==> src/common/fetch_pkg.sv <==
// --------------------
// Fetch stage package
// Widths, host address map and the structs passed between fetch blocks
// --------------------
`default_nettype none

package fetch_pkg;

  // Width of pc and of one instruction
  parameter int XLEN = 32;

  // Start register, everything below maps to instruction words
  parameter logic [XLEN-1:0] START_ADDR = 32'h0001_0000;

  // AXI response codes in use
  typedef enum logic [1:0] {
    OKAY   = 2'b00,
    SLVERR = 2'b10
  } axil_resp_t;

  // --------------------
  // Stage payloads
  // --------------------

  // Pair handed to decode, also the queue entry
  typedef struct packed {
    logic [XLEN-1:0] pc;
    logic [XLEN-1:0] inst;
  } f2d_t;

  // Fetch read request toward the memory
  typedef struct packed {
    logic [XLEN-1:0] pc;
    logic            epoch;
  } imem_rd_t;

  // Memory answer, one cycle after the request
  typedef struct packed {
    f2d_t f2d;
    logic epoch;
    logic hit;    // word was loaded and in range
  } imem_rsp_t;

  // Start command from the host side
  typedef struct packed {
    logic            valid;
    logic [XLEN-1:0] target;
  } redirect_t;

endpackage

`default_nettype wire

==> src/fetch/fetch_out_queue.sv <==
// --------------------
// Decode-facing queue
// Two entries, head is the registered val/f2d output,
// drops stale or missed answers and flushes on squash
// --------------------
`default_nettype none

module fetch_out_queue (
  input  logic                 clk,
  input  logic                 rst,
  input  logic                 rsp_valid,
  input  fetch_pkg::imem_rsp_t rsp,
  input  logic                 epoch,
  output logic [1:0]           queue_count,
  output logic                 val,
  output fetch_pkg::f2d_t      f2d,
  input  logic                 rdy,
  input  logic                 squash
);

  import fetch_pkg::*;

  f2d_t skid;
  logic skid_v;
  logic push;
  logic pop;
  logic head_free;
  logic head_from_skid;
  logic head_from_rsp;
  logic skid_load;

  // Only loaded words of the live epoch
  assign push = rsp_valid & rsp.hit & (rsp.epoch == epoch);

  // Transfer toward decode
  assign pop = val & rdy & ~squash;

  // --------------------
  // Entry steering
  // --------------------

  // Head refills from skid first, keeps order
  assign head_free      = ~val | pop;
  assign head_from_skid = head_free & skid_v;
  assign head_from_rsp  = head_free & ~skid_v & push;

  // Skid is empty here whenever credit was honored
  assign skid_load = push & ~head_from_rsp;

  assign queue_count = 2'(val) + 2'(skid_v);

  always_ff @(posedge clk) begin
    if (rst) begin
      val    <= 1'b0;
      skid_v <= 1'b0;
    end else if (squash) begin
      // Flush both entries
      val    <= 1'b0;
      skid_v <= 1'b0;
    end else begin
      val    <= head_from_skid | head_from_rsp | (val & ~pop);
      skid_v <= skid_load | (skid_v & ~head_from_skid);
    end
  end

  // Payload, holds while val and not rdy
  always_ff @(posedge clk) begin
    if (head_from_skid) begin
      f2d <= skid;
    end else if (head_from_rsp) begin
      f2d <= rsp.f2d;
    end
    if (skid_load) begin
      skid <= rsp.f2d;
    end
  end

endmodule

`default_nettype wire

==> config.mk <==
export PLATFORM = sky130hd
export DESIGN_NAME = fetch_out_queue
export DESIGN_NICKNAME = d
export VERILOG_FILES = /design/src/common/fetch_pkg.sv /design/src/fetch/fetch_out_queue.sv
export SDC_FILE = /design/constraint.sdc
export NUM_CORES = 1
export LEC_CHECK = 0
export BUFFER_PORTS_ARGS = -buffer_cell sky130_fd_sc_hd__buf_2
export CAP_MARGIN = 20
export CELL_PAD_IN_SITES_DETAIL_PLACEMENT = 0
export CELL_PAD_IN_SITES_GLOBAL_PLACEMENT = 1
export CORE_MARGIN = 8
export CORE_UTILIZATION = 45
export CTS_CLUSTER_DIAMETER = 80
export DETAILED_ROUTE_END_ITERATION = 10
export HOLD_SLACK_MARGIN = 0.1
export PLACE_DENSITY = 0.93
export SYNTH_ARGS = -nofsm -noshare
export SYNTH_HDL_FRONTEND = slang
export SYNTH_SLANG_ARGS = --single-unit
==> constraint.sdc <==
create_clock -name clk -period 9.2 [get_ports clk]
set_clock_uncertainty 0.15 [all_clocks]
set_input_delay 1.84 -clock clk [delete_from_list [all_inputs] [get_ports clk]]
set_output_delay 1.84 -clock clk [all_outputs]
set_load 0.03 [all_outputs]
==> results of run 1 <==
[cells in the mapped netlist, drive strengths merged]
cell type	number	area share, %
nand2	1	0.078
o2111a	1	0.23
edfxtp	128	80
inv	1	0.078
mux2	64	15
nand2b	1	0.13
xnor2	1	0.18
nor2b	2	0.42
dfxtp	2	0.84
a211oi	2	0.31
ha	1	0.26
a31oi	1	0.13
buf	6	1.4
nor2	2	0.16
o2111ai	1	0.18
o21ai	1	0.34
[logic make-up after synthesis]
logic type | synth area share, %
flops | 81.0
mux | 15.0
buf+inv | 1.49
compound gates | 1.20
simple gates | 0.783
xor+xnor | 0.183
fa+ha+maj | 0.261
[flip-flops by register name, summed over array words and instances, names as in the netlist]
signal and count:
f2d 64, skid 64, skid_v 1, val 1
[routing by layer]
metal	track usage, %	vias up	routed length [um]
met5	0	-	0
met4	6.17	0	121
met3	6.94	12	792
met2	22.4	109	4780
met1	15.8	1268	3930
li1	-	1168	-
[per-stage QoR]
step	hold slack, ns	setup slack, ns	area [um2]
floorplan	0.367	3.70	4790
global placement	0.367	4.95	5620
detailed placement	0.382	4.92	5620
CTS	0.399	5.48	6120
global route	0.410	5.37	6140
finish	0.396	5.49	6140
[layout make-up]
type | instances | area share (%)
repair buffers | 141 | 11.8
clock buffers | 22 | 7.06
flip-flops and latches | 130 | 63.3
well taps | 136 | 2.77
clock inverters | 9 | 1.08
multi-input cells | 78 | 13.9
inverters | 1 | 0.0612
[worst max path at each step]
stage,cells past startpoint,slack [ns],to
2_1_floorplan,3,3.70,f2d[0]
3_3_place_gp,5,4.95,f2d[28]
3_5_place_dp,5,4.92,f2d[28]
4_1_cts,5,5.48,f2d[28]
5_1_grt,5,5.37,f2d[58]
6_report,5,5.49,f2d[57]
[report_power, final]
part	internal [mW]	total, mW	switching, mW
combinational	0.0286	0.0730	0.0444
clock	0.350	0.573	0.222
sequential	0.665	0.668	0.00294
total	1.04	1.31	0.269
==> impl_metrics.py, run 1 <==
metrics = {
    "route": {
        "drtIter0Drc": 184,
        "wl_per_cell_um": 18.6,
        "ant_nets": 0,
        "drc": 0,
        "drt_wl_total_um": 9630,
        "drt_pass1_iterations": 4,
        "viasPerCell": 4.95,
        "via_count": 2557,
    },
    "critical_path": {
        "ff2ff_path_depth": 3,
        "cp_data_required_time_ns": 9.19,
        "r2r-end": "f2d[57]",
        "crit_family": "buffers and inverters",
        "crit_arrival_ns": 3.71,
        "crit_start": "epoch",
        "crit_chain": "buf_2, xnor2_1, a31oi_1, nor2_4, buf_4",
        "cp_max_fo": 38,
        "r2r_start": "skid_v",
        "max_stage_delay_ns": 0.66,
        "crit_path_end_kind": "flop",
        "critPathKind": "in -> reg",
        "crit_slowest_cell": "nor2_4",
        "start_kind": "primary input",
        "r2r_slack_ns": 6.79,
        "cp.buffers_inverters": 2,
    },
    "clocking": {
        "postCtsHoldBufs": 0,
        "clockBufferDepth": 2,
        "cts_resized": 0,
        "root_buffer": "clkbuf_8",
        "cts_tree": "done",
        "numClockSinks": 130,
        "h-tree-depth": 4,
        "path_clk_slew_ns": 0.05,
        "post_cts_buffers": 0,
        "cts_buffers": 17,
        "clk_latency_ns": 0.51,
    },
    "floorplanning": {
        "dieArea_um2": 14200,
        "fp-row-count": 37,
        "die_w_um": 119,
        "die_h_um": 119,
        "fp.coreArea_um2": 10300,
        "pin_count": 139,
        "start_util_pct": 46.4,
    },
    "run_status": {
        "status": "finished clean",
    },
    "layout": {
        "final_cells": 517,
        "mostFrequentLayoutCells": "buf_2, edfxtp_1, mux2_2",
        "final_common_cell": "buf_2",
        "final_nets": 442,
        "final-seq-area_um2": 3880,
        "multi_input_area_um2": 853,
        "drive_gt1_share_pct": 60.9,
        "syn_to_final_growth_pct": 28.0,
        "final_util_pct": 59.4,
        "fill_cells": 788,
        "antenna_cells": 0,
    },
    "yosys": {
        "ys_types": 17,
        "yosysSeqAreaShare_pct": 81.0,
        "synth_fp_nets": 288,
        "synth_area_um2": 4790,
        "synth.avg_cell_area_um2": 22.3,
        "ys_ff_latch": 130,
        "synth_cells": 215,
        "yosys_warnings": 0,
    },
    "pwr": {
        "p_total_mw": 1.31,
        "ir_worst_vdd_mv": 0.122,
        "p_leak_nw": 2.33,
        "pwr_density_cell_nw_per_um2": 214,
    },
    "job": {
        "maxCapViolCount": 0,
    },
    "global_routing": {
        "grt_pass1_wl_um": 15400,
        "grt_max_degree": 65,
        "antenna_found_initial": 0,
        "grt_pass1_vias": 2937,
        "grt_usage_pct": 14.1,
        "grt_overflow": 0,
    },
    "min_path": {
        "hold-path-endpoint": "f2d[25]",
        "holdPathStages": 1,
        "hp-class": "reg -> reg",
        "min-delay-start": "skid[25]",
    },
    "timing": {
        "timing.final.hold_violations": 0,
        "fin_setup_tns_ns": 0,
        "max_freq_ghz": 0.269,
        "finalCritPeriodShare_pct": 40.4,
        "finalSetupViolations": 0,
        "drv_slew": 0,
        "finalCriticalPeriod_ns": 3.71,
        "slew_headroom_pct": 42.1,
        "max_slew.worst_pin.slew_ns": 0.869,
        "rsz0062_at_grt": "no",
    },
    "placement": {
        "gp_congestion": 0.712,
        "dp_hpwl_um": 6470,
        "portBuffers": 138,
        "dpl.cell_count": 485,
    },
}
No activity file was read; power rests on OpenSTA's default activity.
==> run 2, diff against run 1 <==
- CORE_UTILIZATION: 45 -> 43
- PLACE_DENSITY: 0.93 -> 0.9
- clock period: 9.2 -> 3.5 ns (I/O delays scaled with it)
==> run 2 against run 1 <==
Against the previous run: combinational power increased to 2.6 times the previous value; critical endpoint is now queue_count[0]; worst hold slack got worse by 0.15 ns; wire length decreased by 5.0%; largest power group unchanged; via count decreased by 3.3%; cell count increased by 0.77%; count of clock-buffer cells in the layout decreased by 2; non-clock buffer count increased by 1; global-route usage decreased by 1.4 points; cell area decreased by 0.45%; register-to-register slack got worse by 5.5 ns; utilization decreased by 3.1 points; sequential share of layout area increased by 0.29 points.
==> impl_metrics.py, run 2 (same netlist as run 1, synthesis figures left out) <==
metrics = {
    "critical_path": {
        "crit_start": "skid_v",
        "critPathKind": "reg -> out",
        "r2r_start": "val",
        "start_kind": "flop",
        "cp_data_required_time_ns": 2.65,
        "cp_max_fo": 6,
        "r2r-end": "skid[45]",
        "crit_path_end_kind": "output pin",
        "r2r_slack_ns": 1.31,
        "ff2ff_path_depth": 3,
        "crit_arrival_ns": 1.45,
    },
    "timing": {
        "finalCritPeriodShare_pct": 65.8,
        "finalCriticalPeriod_ns": 2.30,
        "drv_slew": 0,
        "max_freq_ghz": 0.434,
        "rsz0062_at_grt": "no",
        "timing.final.hold_violations": 0,
        "fin_setup_tns_ns": 0,
        "slew_headroom_pct": 42.9,
        "max_slew.worst_pin.slew_ns": 0.857,
        "timing.hold.ws_ns": 0.244,
        "finalSetupViolations": 0,
    },
    "pwr": {
        "switchingPower_mw": 0.684,
        "seqPwrFrac_pct": 52.4,
        "pwr_density_cell_nw_per_um2": 548,
        "ir_worst_vdd_mv": 0.299,
        "combPwrFrac_pct": 5.7,
        "intPower_mw": 2.66,
        "p_leak_nw": 2.31,
        "switching_share_pct": 20.4,
        "clkPwrFrac_pct": 41.9,
    },
    "route": {
        "viasPerCell": 4.74,
        "drt_wl_total_um": 9140,
        "wl_per_cell_um": 17.5,
        "ant_nets": 0,
        "drtIter0Drc": 131,
        "drc": 0,
        "via_count": 2472,
        "drt_pass1_iterations": 4,
    },
    "min_path": {
        "holdPathStages": 2,
        "hp-class": "in -> reg",
        "hold-path-endpoint": "skid_v",
        "min-delay-start": "rst",
    },
    "layout": {
        "mostFrequentLayoutCells": "buf_2, edfxtp_1, mux2_2",
        "final_nets": 443,
        "syn_to_final_growth_pct": 27.5,
        "reg_top3": "f2d: 64 flops, skid: 64 flops",
        "final-seq-area_um2": 3880,
        "fill_cells": 858,
        "drive_gt1_share_pct": 60.9,
        "multi_input_area_um2": 853,
        "antenna_cells": 0,
        "final_common_cell": "buf_2",
    },
    "run_status": {
        "status": "finished clean",
    },
    "floorplanning": {
        "start_util_pct": 44.2,
        "fp.coreArea_um2": 10800,
        "die_w_um": 122,
        "dieArea_um2": 14800,
        "die_h_um": 122,
        "fp-row-count": 38,
        "pin_count": 139,
    },
    "clocking": {
        "cts_tree": "done",
        "post_cts_buffers": 0,
        "clk_latency_ns": 0.49,
        "path_clk_slew_ns": 0.05,
        "numClockSinks": 130,
        "h-tree-depth": 4,
        "clockBufferDepth": 2,
        "root_buffer": "clkbuf_8",
        "postCtsHoldBufs": 0,
        "cts_resized": 0,
        "cts_buffers": 17,
    },
    "global_routing": {
        "grt_pass1_wl_um": 14500,
        "grt_overflow": 0,
        "grt_pass1_vias": 2797,
        "grt_max_degree": 65,
        "grt_usage_pct": 12.8,
        "antenna_found_initial": 1,
    },
    "placement": {
        "gp_congestion": 0.702,
        "portBuffers": 138,
        "dp_hpwl_um": 6410,
    },
    "job": {
        "maxCapViolCount": 0,
    },
}
-- run 2: cell count changes in the layout (fill, tap and decap cells not counted), sizes merged --
cell      before  now
clkbuf        22   20
bufinv         1    0
buf          141  142
clkinvlp       0    1
clkinv         8    9
-- run 2: worst max path at each step --
stage | depth (start not counted) | slack [ns] | endpoint
floorplan | 3 | 0.20 | f2d[0]
global placement | 4 | 0.97 | skid[50]
detailed placement | 4 | 0.94 | skid[37]
CTS | 2 | 1.13 | queue_count[0]
global route | 2 | 1.11 | queue_count[0]
finish | 2 | 1.20 | queue_count[0]
-- run 2: power by group through the flow --
stage / sequential, mW / clock [mW] / combinational [mW]
2_1_floorplan: 1.84 / 0 / 0.0494
3_3_place_gp: 1.79 / 0 / 0.187
3_5_place_dp: 1.79 / 0 / 0.193
4_1_cts: 1.76 / 1.44 / 0.194
5_1_grt: 1.76 / 1.50 / 0.207
6_report: 1.76 / 1.40 / 0.191
-- run 2: area by class of cell --
class                   instances  share of cell area, %
clock buffers                  20                   6.96
repair buffers                142                   11.8
multi-input cells              78                   14.0
flip-flops and latches        130                   63.6
clock inverters                10                  0.758
inverters                       1                 0.0615
well taps                     140                   2.87
-- run 2: per-stage QoR --
step / setup slack, ns / power, mW / std cells / cell area [um2] / utilization (%)
after floorplan: 0.202 / 1.89 / 215 / 4790 / -
after global placement: 0.971 / 1.97 / 491 / 5640 / 52.0
after detailed placement: 0.936 / 1.98 / 491 / 5640 / 52.0
after CTS: 1.13 / 3.39 / 521 / 6110 / 56.3
after global routing: 1.11 / 3.47 / 521 / 6110 / 56.3
final: 1.20 / 3.35 / 521 / 6110 / 56.3
-- run 2: layer usage --
layer	global-route usage [%]	share of wire [%]
met5	0	0.14
met2	20.1	49
met1	14.9	41
met3	6.11	9.1
met4	4.86	0.94
-- run 2: worst max-delay path: stages, from the launching register on --
cell     delay [ns]
dfxtp_1        0.49
ha_1           0.30
buf_2          0.18
