[src/common/fetch_pkg.sv]
// --------------------
// Fetch stage package
// Widths, host address map and the structs passed between fetch blocks
// --------------------
`default_nettype none

package fetch_pkg;

  // Width of pc and of one instruction
  parameter int XLEN = 32;

  // Start register, everything below maps to instruction words
  parameter logic [XLEN-1:0] START_ADDR = 32'h0001_0000;

  // AXI response codes in use
  typedef enum logic [1:0] {
    OKAY   = 2'b00,
    SLVERR = 2'b10
  } axil_resp_t;

  // --------------------
  // Stage payloads
  // --------------------

  // Pair handed to decode, also the queue entry
  typedef struct packed {
    logic [XLEN-1:0] pc;
    logic [XLEN-1:0] inst;
  } f2d_t;

  // Fetch read request toward the memory
  typedef struct packed {
    logic [XLEN-1:0] pc;
    logic            epoch;
  } imem_rd_t;

  // Memory answer, one cycle after the request
  typedef struct packed {
    f2d_t f2d;
    logic epoch;
    logic hit;    // word was loaded and in range
  } imem_rsp_t;

  // Start command from the host side
  typedef struct packed {
    logic            valid;
    logic [XLEN-1:0] target;
  } redirect_t;

endpackage

`default_nettype wire

[src/rtl/fetch_axil_loader.sv]
// --------------------
// AXI4-Lite host loader
// Writes and reads instruction words, holds the start register and
// pulses a redirect toward the pc generator on a start write
// --------------------
`default_nettype none

module fetch_axil_loader #(
  parameter int  IMEM_DEPTH = 256,
  localparam int IDX_W      = $clog2(IMEM_DEPTH)
) (
  input  logic                           clk,
  input  logic                           rst,
  // AXI4-Lite write side
  input  logic [fetch_pkg::XLEN-1:0]     awaddr,
  input  logic                           awvalid,
  output logic                           awready,
  input  logic [fetch_pkg::XLEN-1:0]     wdata,
  input  logic [fetch_pkg::XLEN/8-1:0]   wstrb,
  input  logic                           wvalid,
  output logic                           wready,
  output fetch_pkg::axil_resp_t          bresp,
  output logic                           bvalid,
  input  logic                           bready,
  // AXI4-Lite read side
  input  logic [fetch_pkg::XLEN-1:0]     araddr,
  input  logic                           arvalid,
  output logic                           arready,
  output logic [fetch_pkg::XLEN-1:0]     rdata,
  output fetch_pkg::axil_resp_t          rresp,
  output logic                           rvalid,
  input  logic                           rready,
  // Memory host port
  output logic                           mem_we,
  output logic [IDX_W-1:0]               mem_widx,
  output logic [fetch_pkg::XLEN-1:0]     mem_wdata,
  output logic [IDX_W-1:0]               mem_ridx,
  input  logic [fetch_pkg::XLEN-1:0]     mem_rdata,
  // Start command
  output fetch_pkg::redirect_t           redirect
);

  import fetch_pkg::*;

  // Byte size of the instruction window
  localparam logic [XLEN-1:0] MEM_BYTES = XLEN'(IMEM_DEPTH * 4);

  logic            wr_rdy;
  logic            wr_hs;
  logic            wr_in_mem;
  logic            wr_start;
  logic            wr_full;
  logic            start_hs;
  logic [XLEN-1:0] start_q;
  logic [XLEN-1:0] start_merged;
  logic            ar_hs;
  logic            rd_pend;
  logic            rd_ok;

  // --------------------
  // Write channel
  // --------------------

  // AW and W accepted together
  assign awready = wr_rdy;
  assign wready  = wr_rdy;
  assign wr_hs   = awvalid & wr_rdy;

  // Address decode at the handshake
  assign wr_in_mem = awaddr < MEM_BYTES;
  assign wr_start  = awaddr == START_ADDR;
  assign wr_full   = &wstrb;
  assign start_hs  = wr_hs & wr_start;

  // Ready pulse, one write at a time
  always_ff @(posedge clk) begin
    if (rst) begin
      wr_rdy <= 1'b0;
      bvalid <= 1'b0;
    end else begin
      wr_rdy <= awvalid & wvalid & ~wr_rdy & ~bvalid;
      if (wr_hs) begin
        bvalid <= 1'b1;
      end else if (bready) begin
        bvalid <= 1'b0;
      end
    end
  end

  // Partial strobe only makes sense here
  always_ff @(posedge clk) begin
    if (wr_hs) begin
      bresp <= (wr_start | (wr_in_mem & wr_full)) ? OKAY : SLVERR;
    end
  end

  // Byte merge into the old start value
  always_comb begin
    start_merged = start_q;
    for (int i = 0; i < XLEN / 8; i++) begin
      if (wstrb[i]) begin
        start_merged[8*i +: 8] = wdata[8*i +: 8];
      end
    end
  end

  always_ff @(posedge clk) begin
    if (rst) begin
      start_q <= '0;
    end else if (start_hs) begin
      start_q <= start_merged;
    end
  end

  // Redirect fires in the handshake cycle
  assign redirect = '{valid: start_hs, target: start_merged};

  // Instruction word writes need a full strobe
  assign mem_we    = wr_hs & wr_in_mem & wr_full;
  assign mem_widx  = awaddr[IDX_W+1:2];
  assign mem_wdata = wdata;

  // --------------------
  // Read channel
  // --------------------

  assign ar_hs    = arvalid & arready;
  assign mem_ridx = araddr[IDX_W+1:2];

  // AR, then memory cycle, then R
  always_ff @(posedge clk) begin
    if (rst) begin
      arready <= 1'b0;
      rd_pend <= 1'b0;
      rvalid  <= 1'b0;
    end else begin
      arready <= arvalid & ~arready & ~rd_pend & ~rvalid;
      rd_pend <= ar_hs;
      if (rd_pend) begin
        rvalid <= 1'b1;
      end else if (rready) begin
        rvalid <= 1'b0;
      end
    end
  end

  // Out-of-window reads give zero data
  always_ff @(posedge clk) begin
    if (ar_hs) begin
      rd_ok <= araddr < MEM_BYTES;
    end
    if (rd_pend) begin
      rdata <= rd_ok ? mem_rdata : '0;
      rresp <= rd_ok ? OKAY : SLVERR;
    end
  end

endmodule

`default_nettype wire

[config.mk]
export PLATFORM = sky130hd
export DESIGN_NAME = fetch_axil_loader
export DESIGN_NICKNAME = d
export VERILOG_FILES = /design/src/common/fetch_pkg.sv /design/src/rtl/fetch_axil_loader.sv
export SDC_FILE = /design/constraint.sdc
export NUM_CORES = 1
export LEC_CHECK = 0
export BUFFER_PORTS_ARGS = -buffer_cell sky130_fd_sc_hd__buf_4
export CORE_ASPECT_RATIO = 0.6
export CORE_MARGIN = 2
export CORE_UTILIZATION = 38
export DETAILED_ROUTE_END_ITERATION = 10
export PLACE_DENSITY = 0.77
export SYNTH_ARGS = -nofsm -noshare
export SYNTH_HDL_FRONTEND = slang
export SYNTH_SLANG_ARGS = --single-unit
export TNS_END_PERCENT = 1
[constraint.sdc]
create_clock -name clk -period 1.8 [get_ports clk]
set_input_delay 0.18 -clock clk [delete_from_list [all_inputs] [get_ports clk]]
set_output_delay 0.18 -clock clk [all_outputs]
set_load 0.1 [all_outputs]
==> metrics.txt, run 1 <==
Starting Density=39.2%; Fmax=540 MHz; largest fanout on the critical path=3; Synth Area in Simple Gates=24.7%; Num CTS Buffers=9; R2R Setup Slk=0.19 ns; Core Rows=28; CP arrival=1.67 ns; 1st-pass router iterations=4; Synth top area share=27.0%; Yosys cell types=28; register area share after synthesis=46.1%; unrepaired setup endpoints after global routing=true; Ant. Diodes=0; synth warn=0; dpl ws=-0.282 ns; critical-path cell list=buf_6 -> or4_4 -> or4_4 -> nor3_4 -> buf_12; crit path kind=input port to output port; I/O pin total=262; die width=around 130 um; Worst Skew=0.00625 ns; Slew Limit Headroom=a little under half; Worst-Skew Late Latency=0.32 ns; Clock Sinks=72; worst setup margin=-0.0523 ns; core area=0.00991 mm^2; post-place instance area=about 0.0055 mm^2; final setup fails=1; Root Driver=clkbuf_16; layout cell share with drive strength beyond 1=62.0%; status=complete, but fails checks; dpl hpwl=about 8.9 mm; Hold Path Class=input port to flip-flop; slowest stage delay, CP=0.52 ns; mean number of vias per cell=5.13; Worst path most repeated cell=or4_4; first-pass GRT wire length=~18 mm; grt total ovfl=0; chip height=82.3 um; worst-margin pin slew=0.790 ns; #FFs+latches synth=72; Clock Pin Slew Worst Setup and Hold Paths=0.06 ns; Tot Pwr=5.29 mW; Area Growth Syn to Fin=53.2%; fillers=839; nature of the critical path endpoint=output port; slowest cell on the critical path=or4_4; Longest Clk Path Bufs=2; CTS H-tree depth=3; period utilization=103%; gate count after technology mapping=360; Synth Area in Compound Gates=between 5 and 6%; max cap viols=0; fin crit period=1.85 ns; post-synthesis mux area share=9.27%; highest routed metal layer=met4; Post-Route M1 WL=4.79 mm; via count=approximately 3500; Wirelength per Cell=17.0 um; xor and xnor fraction of the mapped netlist area=0%; synth top area cells=edfxtp_1 27%, dfxtp_1 19%, buf_4 10%; largest family of logic cells by synthesized area=simple AND/OR/NAND/NOR gates; final instance area=0.00596 mm^2; GP Congestion=0.833; Mapped Avg Cell Area=10.8 um^2; most frequent cells in the layout=253 x buf_4, 36 x dfxtp_1, 35 x nor3_1, 35 x edfxtp_1, 33 x and2_1; Synth Cell Area=0.00389 mm^2; metal3 WL=826 um; IO Port Bufs=roughly 240; Leak=2.49 nW; commonest non-fill, non-tap cell in the layout=buf_4; WL final=11.7 mm; CP Launch Type=input port; Layout Cells excl Fill=around 690; largest net degree at the start of global routing=37; Total Nets Final=686; placed cells=670; Req. time, crit path=1.62 ns; pwr dens=888 mW/mm^2; violated checks=negative setup slack; global-route usage over all layers=20.5%; DRC viols=0; cell taking the most area after synthesis=edfxtp_1; WL met2=about 6 mm; Routed Antenna Nets=0; Post-Synth Adder-Cell Area=0%; Hold Vio Cnt, Final=0; total die area=0.0111 mm^2; vias in the first global route=3656; antenna violations before repair=0; Slew Viols, Final=0; clock tree from TritonCTS=done; Max rail drop VDD=0.533 mV; Starting DRT DRC Count=127
critical path, delay by kind of cell:
kind                   cells  cell delay [ns]
buffers and inverters      2             0.29
AND/OR/NAND/NOR            3             1.19
final cells by class:
type	count	area [um^2]	share of cell area (%)
timing repair buffer	259	2010	33.8
sequential	72	1800	30.1
multi-input combinational	201	1580	26.6
clock buffer	9	225	3.78
tap	135	169	2.84
clock inverter	7	158	2.65
inverter	4	15.0	0.252
registers in the layout (all words and copies together), names as in the netlist:
signal and flops:
bvalid 1, rd_ok 1, rdata 32, bresp 1, arready 1, awready 1, start_q 32, rd_pend 1
rvalid 1, rresp 1
report_power, final:
part           leakage, nW  switching [mW]  internal (mW)  total, mW
clock                0.185           0.646           1.62       2.27
sequential           0.628         0.00751           1.72       1.73
combinational         1.68           0.929          0.357       1.29
total                 2.49            1.58           3.70       5.29
metal layers:
| metal | global-route usage, % | up-vias |
|---|---|---|
| met4 | 8.74 | 0 |
| met2 | 35.6 | 157 |
| met1 | 24.0 | 1673 |
| li1 | - | 1666 |
| met5 | 0 | - |
| met3 | 6.11 | 29 |
kinds of logic after synthesis:
logic type,Yosys count
other,1
flip-flops,72
buffers and inverters,88
multiplexers,32
AO/OA/AOI/OAI,35
AND/OR/NAND/NOR,132
cells in the mapped netlist:
cell type	number
a21oi_1	2
a31oi_1	32
and2_1	33
and3_1	4
and4_1	1
buf_1	2
buf_2	4
buf_4	52
buf_6	3
clkbuf_1	23
conb_1	1
dfxtp_1	37
edfxtp_1	35
inv_1	4
mux2_2	32
nand2_1	2
nand2b_1	1
nand3_1	1
nand4_1	3
nor2_1	3
nor3_1	36
nor4_1	14
nor4_2	29
nor4b_1	1
o211ai_1	1
or2_2	1
or4_1	2
or4_4	1
path summary, 6_finish.rpt:
| check | start | to | cells after the start |
|---|---|---|---|
| max | awaddr[10] | redirect[32] | 5 |
| max reg2reg | awready$_SDFF_PP0_ | start_q[29]$_SDFFE_PP0P_ | 6 |
| min reg2reg | bvalid$_SDFFE_PP0P_ | awready$_SDFF_PP0_ | 1 |
| min | wvalid | awready$_SDFF_PP0_ | 3 |
through the flow:
step	utilization [%]	hold WS (ns)	setup TNS, ns
floorplan	-	0.290	-2.92
global placement	55.8	0.361	-6.51
detailed placement	55.8	0.361	-8.33
CTS	60.1	0.0853	-0.129
global route	60.1	0.103	-0.0744
finish	60.1	0.0999	-0.0523
what timing repair did:
item / 4_1_cts / 5_1_grt
buffers inserted: 1 / 0
gates resized for setup: 8 / 0
pin swaps: 5 / 1
hold buffers: 0 / 0
endpoints found under the setup margin: 2 / 1
(Power assumes the default switching activity.)
==> run 2: changes to the inputs <==
- MAX_ROUTING_LAYER: unset -> met4
==> metrics.txt, run 2 (synthesis results as in run 1) <==
final setup fails=1 (unchanged); nature of the critical path endpoint=output port (unchanged); largest fanout on the critical path=3 (unchanged); Leak=2.49 nW (unchanged); total die area=0.0111 mm^2 (unchanged); period utilization=103% (about the same); GP Congestion=0.846 (was 0.833); layout cell share with drive strength beyond 1=62.0% (unchanged); Seq pwr share=32.8% (about the same); via count=3550 (was 3525); first-pass GRT wire length=17.8 mm (about the same); Worst-Skew Late Latency=0.32 ns (about the same); mean number of vias per cell=5.17 (was 5.13); Num CTS Buffers=9 (unchanged); Clock Pin Slew Worst Setup and Hold Paths=0.06 ns (about the same); CP arrival=1.67 ns (about the same); WL final=11.7 mm (about the same); post-place instance area=0.00553 mm^2 (unchanged); R2R Setup Slk=0.18 ns (was 0.19 ns); global-route usage over all layers=21.1% (was 20.5%); Total Nets Final=686 (unchanged); Starting Density=39.2% (unchanged); Max rail drop VDD=0.528 mV (was 0.533 mV); Net Sw Frac=29.9% (about the same); crit path kind=input port to output port (unchanged); most frequent cells in the layout=253 x buf_4, 36 x dfxtp_1, 35 x nor3_1, 35 x edfxtp_1, 33 x and2_1 (unchanged); Wirelength per Cell=17.0 um (about the same); core area=0.00991 mm^2 (unchanged); max cap viols=0 (unchanged); die width=135 um (unchanged); Hold Vio Cnt, Final=0 (unchanged); commonest non-fill, non-tap cell in the layout=buf_4 (unchanged); Hold EP=awready$_SDFF_PP0_ (unchanged); chip height=82.3 um (unchanged); largest net degree at the start of global routing=37 (unchanged); Longest Clk Path Bufs=2 (unchanged); Hold Path Class=input port to flip-flop (unchanged); fin crit period=1.85 ns (about the same); Slew Viols, Final=0 (unchanged); Core Rows=28 (unchanged); Routed Antenna Nets=0 (unchanged); 1st-pass router iterations=4 (unchanged); R2R cell count=6 (unchanged); NetSw=1.58 mW (about the same); Regs by FF count=rdata x32, start_q x32 (unchanged); I/O pin total=262 (unchanged); clock tree from TritonCTS=done (unchanged); multi-input logic area=0.00158 mm^2 (unchanged); number of cells on the worst hold path=3 (unchanged); combinational share of power=24.3% (about the same); cts hold-fix bufs=0 (unchanged); HP Start=wvalid (unchanged); Worst Skew=0.00539 ns (was 0.00625 ns); Worst setup startpoint=awaddr[10] (unchanged); Ant. Diodes=0 (unchanged); status=complete, but fails checks (unchanged); sequential cell area=0.00180 mm^2 (unchanged); Slew Limit Headroom=47.9% (was 47.3%); DRC viols=0 (unchanged); worst r2r dst=start_q[29]$_SDFFE_PP0P_ (unchanged); Req. time, crit path=1.62 ns (about the same); worst r2r src=awready$_SDFF_PP0_ (unchanged); Starting DRT DRC Count=139 (was 127); Fmax=540 MHz (about the same); Clock Sinks=72 (unchanged); vias in the first global route=3654 (was 3656); grt total ovfl=0 (unchanged); CTS H-tree depth=3 (unchanged); antenna violations before repair=0 (unchanged); worst-margin pin slew=0.782 ns (was 0.790 ns); cell internal pwr=3.70 mW (about the same); pwr dens=887 mW/mm^2 (was 888 mW/mm^2); worst setup margin=-0.0525 ns (was -0.0523 ns); violated checks=negative setup slack (unchanged); final instance area=0.00596 mm^2 (unchanged); dpl hpwl=8.90 mm (unchanged); Tot Pwr=5.28 mW (was 5.29 mW); CP Launch Type=input port (unchanged); unrepaired setup endpoints after global routing=true (unchanged); clock share of power=42.9% (about the same); Area Growth Syn to Fin=53.2% (unchanged); Root Driver=clkbuf_16 (unchanged); fillers=839 (unchanged); IO Port Bufs=241 (unchanged)
## run 2: cell counts in the layout (fill, tap and decap cells not counted)
No cell type changed its count.
## run 2: stage by stage
step | TNS, ns | hold slack (ns) | utilization, % | setup slack [ns] | cells
global route | -0.0723 | 0.105 | 60.1 | -0.0723 | 687
floorplan | -2.92 | 0.290 | - | -0.229 | 361
finish | -0.0525 | 0.103 | 60.1 | -0.0525 | 687
detailed placement | -8.33 | 0.361 | 55.8 | -0.282 | 670
CTS | -0.129 | 0.0853 | 60.1 | -0.129 | 687
global placement | -6.51 | 0.361 | 55.8 | -0.218 | 670
## run 2: final cells by class
class	count	share of cell area (%)
sequential	72	30.1
multi-input combinational	201	26.6
inverter	4	0.252
clock inverter	7	2.65
timing repair buffer	259	33.8
tap	135	2.84
clock buffer	9	3.78
## run 2: metal layers
| layer | wire length (um) | share of wire, % | GRT usage [%] |
|---|---|---|---|
| met5 | 0 | 0 | - |
| met3 | 884 | 7.6 | 5.62 |
| met4 | 212 | 1.8 | 8.74 |
| met1 | 4780 | 41 | 24.3 |
| met2 | 5810 | 50 | 35.6 |
## run 2: power groups by stage
stage | Clock (mW) | Combinational, mW | Sequential (mW)
6_report | 2.27 | 1.29 | 1.73
3_3_place_gp | 0 | 1.27 | 1.77
4_1_cts | 2.32 | 1.29 | 1.73
2_1_floorplan | 0 | 0.921 | 1.87
3_5_place_dp | 0 | 1.28 | 1.77
5_1_grt | 2.38 | 1.32 | 1.73
## run 2: how the worst max path moves through the flow
stage	endpoint
2_1_floorplan	redirect[32]
3_3_place_gp	start_q[19]$_SDFFE_PP0P_
3_5_place_dp	start_q[2]$_SDFFE_PP0P_
4_1_cts	redirect[32]
5_1_grt	redirect[32]
6_report	redirect[32]
## run 2: critical path: stages
cell and delay (ns):
buf_6 0.09, or4_4 0.52, or4_4 0.48, nor3_4 0.19, buf_12 0.20
## run 2: what timing repair did
| action | in CTS | in global routing |
|---|---|---|
| setup endpoints to repair | 2 | 1 |
| pin swaps | 5 | 1 |
| gates resized for setup | 8 | 0 |
| setup buffers | 1 | 0 |
