--- src/common/fetch_pkg.sv ---
// --------------------
// Fetch stage package
// Widths, host address map and the structs passed between fetch blocks
// --------------------
`default_nettype none

package fetch_pkg;

  // Width of pc and of one instruction
  parameter int XLEN = 32;

  // Start register, everything below maps to instruction words
  parameter logic [XLEN-1:0] START_ADDR = 32'h0001_0000;

  // AXI response codes in use
  typedef enum logic [1:0] {
    OKAY   = 2'b00,
    SLVERR = 2'b10
  } axil_resp_t;

  // --------------------
  // Stage payloads
  // --------------------

  // Pair handed to decode, also the queue entry
  typedef struct packed {
    logic [XLEN-1:0] pc;
    logic [XLEN-1:0] inst;
  } f2d_t;

  // Fetch read request toward the memory
  typedef struct packed {
    logic [XLEN-1:0] pc;
    logic            epoch;
  } imem_rd_t;

  // Memory answer, one cycle after the request
  typedef struct packed {
    f2d_t f2d;
    logic epoch;
    logic hit;    // word was loaded and in range
  } imem_rsp_t;

  // Start command from the host side
  typedef struct packed {
    logic            valid;
    logic [XLEN-1:0] target;
  } redirect_t;

endpackage

`default_nettype wire

--- src/fetch/fetch_pc_gen.sv ---
// --------------------
// Fetch pc generator
// Walks the pc, handles redirects and squashes with an epoch bit,
// rewinds on a miss and issues only within queue credit
// --------------------
`default_nettype none

module fetch_pc_gen (
  input  logic                       clk,
  input  logic                       rst,
  input  fetch_pkg::redirect_t       redirect,
  input  logic                       squash,
  input  logic [fetch_pkg::XLEN-1:0] branch_target,
  input  logic                       rsp_valid,
  input  fetch_pkg::imem_rsp_t       rsp,
  input  logic [1:0]                 queue_count,
  output logic                       rd_valid,
  output fetch_pkg::imem_rd_t        rd,
  output logic                       epoch
);

  import fetch_pkg::*;

  logic [XLEN-1:0] pc_q;
  logic            running;
  logic [1:0]      inflight;
  logic            miss;
  logic            credit;

  // --------------------
  // Issue control
  // --------------------

  // Miss of the current epoch only, stale ones are ignored
  assign miss = rsp_valid & ~rsp.hit & (rsp.epoch == epoch);

  // Queued plus outstanding must stay below two
  assign credit = (3'(queue_count) + 3'(inflight)) < 3'd2;

  // No issue while the pc is being replaced
  assign rd_valid = running & credit & ~redirect.valid & ~squash & ~miss;
  assign rd       = '{pc: pc_q, epoch: epoch};

  // --------------------
  // Pc and state
  // --------------------

  always_ff @(posedge clk) begin
    if (rst) begin
      pc_q     <= '0;
      running  <= 1'b0;
      epoch    <= 1'b0;
      inflight <= '0;
    end else begin
      inflight <= inflight + 2'(rd_valid) - 2'(rsp_valid);
      // Start command, also the only way to begin
      if (redirect.valid) begin
        pc_q    <= redirect.target;
        epoch   <= ~epoch;
        running <= 1'b1;
      // Decode squash to a branch target
      end else if (squash) begin
        pc_q  <= branch_target;
        epoch <= ~epoch;
      // Retry the missed word next cycle
      end else if (miss) begin
        pc_q <= rsp.f2d.pc;
      end else if (rd_valid) begin
        pc_q <= pc_q + XLEN'(4);
      end
    end
  end

endmodule

`default_nettype wire

--- config.mk ---
export PLATFORM = sky130hd
export DESIGN_NAME = fetch_pc_gen
export DESIGN_NICKNAME = d
export VERILOG_FILES = /design/src/common/fetch_pkg.sv /design/src/fetch/fetch_pc_gen.sv
export SDC_FILE = /design/constraint.sdc
export NUM_CORES = 1
export LEC_CHECK = 0
export BUFFER_PORTS_ARGS = -buffer_cell sky130_fd_sc_hd__clkbuf_2
export CAP_MARGIN = 20
export CORE_MARGIN = 2
export CORE_UTILIZATION = 30
export CTS_CLUSTER_DIAMETER = 50
export DETAILED_ROUTE_END_ITERATION = 8
export GPL_TIMING_DRIVEN = 0
export PLACE_DENSITY = 0.63
export SETUP_SLACK_MARGIN = 0.1
export SLEW_MARGIN = 20
export SYNTH_ARGS = -nofsm -noshare
export SYNTH_HDL_FRONTEND = slang
export SYNTH_SLANG_ARGS = --single-unit
export TNS_END_PERCENT = 1
--- constraint.sdc ---
create_clock -name clk -period 6.06 [get_ports clk]
set_input_delay 0 -clock clk [delete_from_list [all_inputs] [get_ports clk]]
set_output_delay 0 -clock clk [all_outputs]
set_load 0.01 [all_outputs]
==> out/qor.yml, run 1 <==
maxSlewHeadroom: 0.347
setup_tns_ns: 0
grt_max_degree: 12
ys_async_sr_fraction: 0
cts_buffers: 5
num-fill-cells: 1095
synth_ff_type: "dfxtp_1"
slew_violations: 0
setup_slack_ns: 3.10
post_dp_cell_area_sq_mm: 0.00392
path_common_cell: "nand3_1"
irDropWorstVdd_mv: 0.0796
cts_tree: "yes"
critPathKind: "reg -> reg"
drtIter0Drc: 354
cp-start-kind: "flip-flop"
fin_crit_ns: 2.96
vias_per_cell: 5.81
synth-edff-count: 0
hold_path_depth: 3
dr.pass1.iters: 7
crit_path_cell_trace: "ha_1 > clkbuf_1 > nand3_1 > nor4_1 > nand3_1 > mux2i_1 > a31oi_1"
wl_per_cell_um: 19.2
final_cell_area_sq_mm: 0.00402
clk_pin_slew_ns: 0.09
cp_slowest_stage_delay_ns: 0.77
overflow: 0
slowest_stage: "nor4_1"
arrival_ns: 3.12
layout_common_cells: "139 x clkbuf_2, 44 x nand2_1, 37 x nor2_1"
tightestPinTransition_ns: 0.971
setup_violations: 0
syn_inst: 428
ys_types: 57
area_delta_synth_final_pct: 32.1
ys_seq_area_frac: 0.237
avgSynthCellArea_sq_um: 7.11
clkSinkCount: 36
vias: 4121
ys_ff_latch: 36
route.detailed.drc: 0
place.gp.congestion: 0.947
yosys_warnings: 0
place_ws_ns: 3.22
status: "finished clean"
cts_root_buffer: "clkbuf_8"
rr_worst_depth: 7
layout-drive-gt1-share: 0.269
drv_cap: 0
hold_path_class: "in -> reg"
rsz0062_at_grt: "false"
core_sq_mm: 0.00982
netlist_area_sq_mm: 0.00304
p_per_area_mw_per_mm2: 187
path_max_fanout: 9
drt-total-wl_um: 13600
end_kind: "flip-flop"
cts_buffer_depth: 2
grt_antenna_before_repair: 0
grt_pass1_wl_um: 20900
finClkSkew_ns: 0.00968
grt_pass1_vias: 3950
insertion_delay_ns: 0.31
finalCritPeriodShare: 0.489
path_delay_family: "simple AND/OR/NAND/NOR gates"
die_area_sq_mm: 0.0110
seq_area_sq_um: 721
synthesis.nets: 569
die_y_um: 105
initial_core_util: 0.310
hold_viol: 0
regToRegSetupSlack_ns: 3.10
die_w_um: 105
final_antenna_net_count: 0
layout_commonest_cell: "clkbuf_2"
r2r_end: "pc_q[30]"
grtUsageTotal: 0.241
r2r_start: "pc_q[2]"
hpwl_um: 10400
startpoint: "pc_q[2]"
hold_start: "redirect[6]"
diodes: 0
ios: 172
final_util: 0.409
p_leak_nw: 1.67
crit_buf_inv: 1
multiInputGateArea_sq_mm: 0.00217
timing.fmax_mhz: 337
worstHoldEndpoint: "pc_q[6]"
cp.required_ns: 6.22
port_buffers: 139
h-tree-depth: 2
fin_nets: 716
fp-row-count: 36
-- worst register-to-register path: cells and delay by family, from the launching register on --
| family | cells | cell delay (ns) |
|---|---|---|
| fa+ha+maj | 1 | 0.22 |
| mux | 1 | 0.20 |
| flops | 1 | 0.59 |
| compound gates | 1 | 0.09 |
| simple gates | 3 | 1.40 |
| buf+inv | 1 | 0.33 |
-- where the power goes --
part	internal (mW)	switching (mW)	leakage, nW	total [mW]
Sequential	0.260	0.0395	0.300	0.300
Combinational	0.106	0.149	1.32	0.255
Clock	0.0911	0.104	0.0510	0.195
Total	0.458	0.292	1.67	0.750
-- cells in the mapped netlist (12+ instances only) --
master	number	area share
o21ai_0	24	0.039
nand3_1	21	0.035
a21oi_1	30	0.049
nor4_1	14	0.029
nor3_1	12	0.020
clkbuf_1	28	0.035
nand2_1	44	0.054
nand2b_1	13	0.027
nand4_1	15	0.031
dfxtp_1	36	0.24
a211oi_1	14	0.035
nor2_1	37	0.046
-- layout make-up --
type                    instances  share of cell area
clock buffers                   6              0.0206
inverters                       9             0.00841
plain buffers                  33              0.0318
flip-flops and latches         36               0.179
clock inverters                 2             0.00249
well taps                     133              0.0414
repair buffers                140               0.176
multi-input cells             350               0.540
-- sequential cells by signal (all words and copies together), names as in the netlist --
| signal | flops |
|---|---|
| epoch | 1 |
| inflight | 2 |
| pc_q | 32 |
| running | 1 |
-- stage by stage --
stage               hold slack [ns]  power (mW)  instances
floorplan                     0.149       0.437        428
global placement              0.307       0.549        700
detailed placement            0.307       0.554        700
CTS                          0.0146       0.744        709
global route                 0.0357       0.787        709
finish                      0.00391       0.750        709
-- how the worst max path moves through the flow --
stage,end,cells after the start,slack (ns)
finish,pc_q[30],7,3.10
floorplan,pc_q[24],6,3.71
detailed placement,pc_q[28],7,3.22
global route,pc_q[28],7,2.86
CTS,pc_q[30],7,3.18
global placement,pc_q[3],7,3.05
-- kinds of logic after synthesis --
logic type,Yosys count,synth area share
buffers and inverters,42,0.0531
adders and majority gates,4,0.0189
AOI/OAI and AO/OA,133,0.294
muxes,11,0.0366
xor gates and xnor gates,16,0.0461
DFF,36,0.237
and+or+nand+nor,186,0.315
-- routing by layer --
layer,part of all wire,track usage,up-vias
li1,-,-,1929
met1,0.41,0.311,1913
met2,0.46,0.403,247
met3,0.097,0.0549,32
met4,0.026,0.0695,0
met5,0,0,-
-- what timing repair did --
item	4_1_cts	5_1_grt
setup buffers	0	0
hold buffers	1	0
hold endpoints to repair	1	0
gates resized for setup	0	0
(Power assumes the default switching activity.)
==> inputs of run 2 (changes only) <==
PLACE_DENSITY = 0.65   (was 0.63)
clock period = 2.4 ns   (was 6.06 ns; I/O delays follow)
==> run 2 against run 1 <==
  * Worst setup slack lost 3.0 ns
  * Sequential share of layout area shrank 0.56 points
  * Register-to-register slack lost 3.0 ns
  * Sequential cell count is the same
  * Largest cell class unchanged
  * Cell area grew 7.0%
  * Combinational power grew to 2.7 times the previous value
  * Critical path depth shrank 2
  * Routed wire length grew 4.7%
==> out/qor.yml, run 2 (synthesized netlist as in run 1, its figures left out) <==
status: "finished clean"
fin_nets: 728  # +1.7%
crit_buf_inv: 0  # -1
drtIter0Drc: 292  # -18%
place_ws_ns: -0.472  # -3.69 ns
die_w_um: 105  # unchanged
layout_common_cells: "142 x clkbuf_2, 42 x nand2_1, 36 x nor2_1"
grt_antenna_before_repair: 0  # unchanged
maxSlewHeadroom: 0.435  # +0.0878
path_delay_family: "simple AND/OR/NAND/NOR gates"
irDropWorstVdd_mv: 0.216  # +170%
h-tree-depth: 2  # unchanged
cp-start-kind: "flip-flop"
drt-total-wl_um: 14300  # +4.7%
diodes: 0  # unchanged
grt_pass1_wl_um: 21600  # +3.4%
slew_violations: 0  # unchanged
p_seq_frac: 0.376  # -0.024
p_switching_mw: 0.774  # +160%
end_kind: "flip-flop"
hold_viol: 0  # unchanged
layout-drive-gt1-share: 0.352  # +0.0829
p_leak_nw: 1.80  # +7.5%
finalCritPeriodShare: 0.959  # +0.470
rsz0062_at_grt: "true"
slowest_stage: "or4_4"
grtUsageTotal: 0.250  # +0.00828
cts_buffers: 5  # unchanged
use_met3: 0.0480  # -0.00686
p_per_area_mw_per_mm2: 476  # +160%
die_y_um: 105  # unchanged
timing.fmax_mhz: 434  # +29%
finClkSkew_ns: 0.0171  # +0.00739 ns
overflow: 0  # unchanged
insertion_delay_ns: 0.31  # about the same
hold_path_class: "in -> reg"
crit_path_cell_trace: "nand4_4 > or4_4 > or4_4 > or4_1 > a31oi_1"
vias_per_cell: 5.83  # +0.27%
area_delta_synth_final_pct: 41.3
clk_pin_slew_ns: 0.10  # about the same
multiInputGateArea_sq_mm: 0.00229  # +5.6%
wl_per_cell_um: 19.8  # +3.0%
arrival_ns: 2.53  # -0.59 ns
cts_tree: "yes"
core_sq_mm: 0.00982  # unchanged
fin_crit_ns: 2.30  # -0.661 ns
p_sw_frac: 0.378  # -0.0118
setup_slack_ns: 0.0973  # -3.00 ns
grtUsageMet2: 0.413  # +0.00980
grt_max_degree: 13  # +1
cp.required_ns: 2.63  # -3.59 ns
initial_core_util: 0.310  # unchanged
largest-register: "pc_q"
route.detailed.drc: 0  # unchanged
cts_root_buffer: "clkbuf_8"
fp-row-count: 36  # unchanged
tightestPinTransition_ns: 0.842  # -0.128 ns
place.gp.congestion: 0.913  # -3.7%
largest_reg_flops: 32  # unchanged
grt.busiest_layer: "met2"
grt.met1_usage: 0.322  # +0.0112
port_buffers: 139  # unchanged
final_antenna_net_count: 0  # unchanged
clkSinkCount: 36  # unchanged
top_regs: "pc_q (32), inflight (2)"
hpwl_um: 10400  # +0.84%
grt_pass1_vias: 4016  # +1.7%
cts_buffer_depth: 2  # unchanged
power_frac_comb: 0.342  # +0.002
cp_slowest_stage_delay_ns: 0.61  # -0.16 ns
path_max_fanout: 6  # -3
dr.pass1.iters: 5  # -2
critPathKind: "reg -> reg"
num-fill-cells: 1078  # -1.6%
seq_area_sq_um: 747  # +3.6%
clkPwrFrac: 0.282  # +0.022
p_int_mw: 1.27  # +180%
p_total_mw: 2.05  # +170%
drv_cap: 0  # unchanged
layout_commonest_cell: "clkbuf_2"
die_area_sq_mm: 0.0110  # unchanged
path_common_cell: "or4_4"
ios: 172  # unchanged
vias: 4202  # +2.0%
setup_violations: 0  # unchanged
## run 2: through the flow
stage | utilization | hold WS, ns | cells | cell area (sq um) | TNS, ns
global placement | 0.398 | 0.310 | 700 | 3910 | -15.00
detailed placement | 0.399 | 0.308 | 700 | 3920 | -7.85
global route | 0.438 | 0.0266 | 721 | 4300 | 0
finish | 0.438 | 0.0000183 | 721 | 4300 | 0
floorplan | - | 0.149 | 428 | 3050 | 0
CTS | 0.421 | 0.00695 | 712 | 4140 | -0.190
## run 2: power by group through the flow
stage	Combinational, mW	Clock [mW]	Sequential, mW
after floorplan	0.342	0	0.766
after global placement	0.625	0	0.765
after detailed placement	0.634	0	0.768
after CTS	0.660	0.573	0.758
after global routing	0.755	0.602	0.778
final	0.700	0.578	0.769
## run 2: layout make-up
| cell class | count | area share |
|---|---|---|
| Multi-Input combinational cell | 350 | 0.533 |
| Timing Repair Buffer | 152 | 0.186 |
| Sequential cell | 36 | 0.174 |
| Tap cell | 133 | 0.0387 |
| Buffer | 33 | 0.0349 |
| Clock buffer | 5 | 0.0160 |
| Clock inverter | 3 | 0.00990 |
| Inverter | 9 | 0.00786 |
## run 2: worst paths after layout
path          startpoint  endpoint  slack (ns)  cells past startpoint
max              pc_q[7]  pc_q[24]         0.1                      5
max reg2reg      pc_q[7]  pc_q[24]         0.1                      5
min          redirect[5]   pc_q[5]     0.00002                      3
min reg2reg      pc_q[1]   pc_q[1]        0.47                      2
## run 2: per-layer routing
metal | part of all wire | routed length (um)
met1 | 0.39 | 5570
met2 | 0.47 | 6740
met3 | 0.11 | 1580
met4 | 0.027 | 386
met5 | 0 | 0
## run 2: what timing repair did
action | CTS | global route
pin swaps | 1 | 17
endpoints found under the setup margin | 33 | 33
hold buffers | 2 | 0
endpoints found under the hold margin | 2 | 0
gates resized for setup | 23 | 38
setup buffers | 2 | 9
## run 2: worst min-delay path, delay by kind of cell
kind / cells / cell delay (ns)
buf+inv: 1 / 0.09
compound gates: 1 / 0.11
simple gates: 1 / 0.07
==> inputs of run 3 (changes only) <==
SETUP_SLACK_MARGIN = 0.2   (was 0.1)
==> run 3 against run 2 <==
  * The flow now finishes with violations (hold timing)
  * Cell count up 1.2%
  * Clock skew up 0.0022 ns
  * Core utilization up 1.2 points
  * Critical path depth unchanged
  * First-iteration DRC count up 5.1%
  * Sequential cell count unchanged
  * Sequential power about the same
  * Via count up 1.1%
  * Hold slack worse by 0.0034 ns
  * Global-route usage up 0.20 points
  * Critical endpoint unchanged
==> out/qor.yml, run 3 (synthesized netlist as in run 1, its figures left out) <==
fp-row-count: 36  # unchanged
cts_buffers: 5  # unchanged
grt.met1_usage: 0.321  # -0.000760
diodes: 0  # unchanged
core_sq_mm: 0.00982  # unchanged
p_total_mw: 2.08  # +1.7%
grt_antenna_before_repair: 0  # unchanged
layout_common_cells: "141 x clkbuf_2, 43 x nand2_1, 36 x nor2_1"
layout-drive-gt1-share: 0.363  # +0.0114
die_y_um: 105  # unchanged
p_seq_frac: 0.370  # -0.006
port_buffers: 139  # unchanged
arrival_ns: 2.52  # about the same
holdWs_ns: -0.00341  # -0.00343 ns
grtUsageMet2: 0.417  # +0.00373
top_regs: "pc_q (32), inflight (2)"
grt.busiest_layer: "met2"
die_w_um: 105  # unchanged
largest_reg_flops: 32  # unchanged
violations: "hold timing"
p_leak_nw: 1.86  # +3.2%
vias: 4248  # +1.1%
grtUsageTotal: 0.252  # +0.00196
grt_pass1_vias: 4080  # +1.6%
finClkSkew_ns: 0.0192  # +0.00215 ns
rsz0062_at_grt: "true"
cp.required_ns: 2.64  # about the same
startpoint: "pc_q[7]"
drtIter0Drc: 307  # +5.1%
overflow: 0  # unchanged
final_antenna_net_count: 0  # unchanged
status: "complete, but fails checks"
die_area_sq_mm: 0.0110  # unchanged
h-tree-depth: 2  # unchanged
route.detailed.drc: 0  # unchanged
fin_crit_ns: 2.28  # -0.0202 ns
layout_commonest_cell: "clkbuf_2"
p_per_area_mw_per_mm2: 472  # -0.97%
final_util: 0.450  # +0.0120
hold_path_class: "in -> reg"
maxSlewHeadroom: 0.442  # +0.00764
r2r_start: "pc_q[7]"
power_frac_comb: 0.349  # +0.007
hold_viol: 1  # +1
cts_buffer_depth: 2  # unchanged
clkPwrFrac: 0.282  # about the same
initial_core_util: 0.310  # unchanged
ios: 172  # unchanged
grt_pass1_wl_um: 21800  # +0.96%
drt-total-wl_um: 14400  # +0.52%
clk_pin_slew_ns: 0.10  # about the same
final_cell_area_sq_mm: 0.00442  # +2.7%
critPathKind: "reg -> reg"
timing.fmax_mhz: 438  # +0.89%
tightestPinTransition_ns: 0.831  # -0.0114 ns
finalCritPeriodShare: 0.951  # -0.00843
hpwl_um: 10400  # unchanged
grt_max_degree: 13  # unchanged
cts_root_buffer: "clkbuf_8"
multiInputGateArea_sq_mm: 0.00232  # +1.1%
area_delta_synth_final_pct: 45.2
p_sw_frac: 0.380  # +0.00180
cts_tree: "yes"
irDropWorstVdd_mv: 0.221  # +2.3%
path_max_fanout: 6  # unchanged
setup_violations: 0  # unchanged
wl_per_cell_um: 19.7  # -0.72%
use_met3: 0.0474  # -0.000624
fin_nets: 737  # +1.2%
num-fill-cells: 1065  # -1.2%
vias_per_cell: 5.82  # -0.15%
post_dp_cell_area_sq_mm: 0.00392  # unchanged
largest-register: "pc_q"
seq_area_sq_um: 758  # +1.5%
insertion_delay_ns: 0.32  # about the same
drv_cap: 0  # unchanged
p_switching_mw: 0.791  # +2.2%
slew_violations: 0  # unchanged
p_int_mw: 1.29  # +1.4%
place.gp.congestion: 0.913  # unchanged
hold_start: "redirect[12]"
dr.pass1.iters: 6  # +1
clkSinkCount: 36  # unchanged
cp-start-kind: "flip-flop"
end_kind: "flip-flop"
run 3: cell types whose count changed in the layout (fill, tap and decap cells not counted), moves of 2 or more:
cell     delta
dfxtp_2     -3
buf_4       +5
nand2_2     -2
dfxtp_4     +4
run 3: final cells by class:
type                    count  share of cell area
repair buffers            161               0.197
flip-flops and latches     36               0.172
inverters                   9             0.00765
well taps                 133              0.0377
multi-input cells         350               0.525
clock buffers               5              0.0156
clock inverters             3             0.00963
plain buffers              33              0.0363
run 3: per-stage QoR:
stage	TNS [ns]	hold WS (ns)	std cells	setup WS, ns
after detailed placement	-7.85	0.308	700	-0.472
after global routing	0	0.0268	730	0.0414
after global placement	-15.00	0.310	700	-0.730
after CTS	0	0.0103	717	0.0938
final	0	-0.00341	730	0.118
after floorplan	0	0.149	428	0.0705
run 3: final timing paths:
kind | end | slack (ns) | cells after the start
worst min-delay path | pc_q[12] | -0.003 | 3
worst max register to register | pc_q[24] | 0.12 | 5
worst max-delay path | pc_q[24] | 0.12 | 5
worst min register to register | pc_q[1] | 0.48 | 2
run 3: metal layers:
layer	share of wire	routed length, um	vias to the layer above
met5	0	0	-
met4	0.034	487	0
met3	0.11	1600	39
met2	0.47	6730	283
met1	0.39	5540	1956
li1	-	-	1970
run 3: worst max-delay path, cell delays in order (launching register included):
cell,delay (ns)
dfxtp_4,0.40
nand4_4,0.13
or4_4,0.55
or4_4,0.50
or4_1,0.48
a31oi_1,0.13
run 3: timing repair:
| item | in CTS | in global routing |
|---|---|---|
| pin swaps | 3 | 11 |
| endpoints found under the setup margin | 35 | 33 |
| hold buffers | 3 | 0 |
| resized for setup | 40 | 27 |
| buffers inserted | 6 | 13 |
| endpoints found under the hold margin | 3 | 0 |
run 3: power groups by stage:
stage | registers (mW) | clock network (mW) | logic (mW)
after floorplan | 0.766 | 0 | 0.342
after global placement | 0.765 | 0 | 0.625
after detailed placement | 0.768 | 0 | 0.634
after CTS | 0.762 | 0.573 | 0.679
after global routing | 0.779 | 0.600 | 0.783
final | 0.770 | 0.587 | 0.726
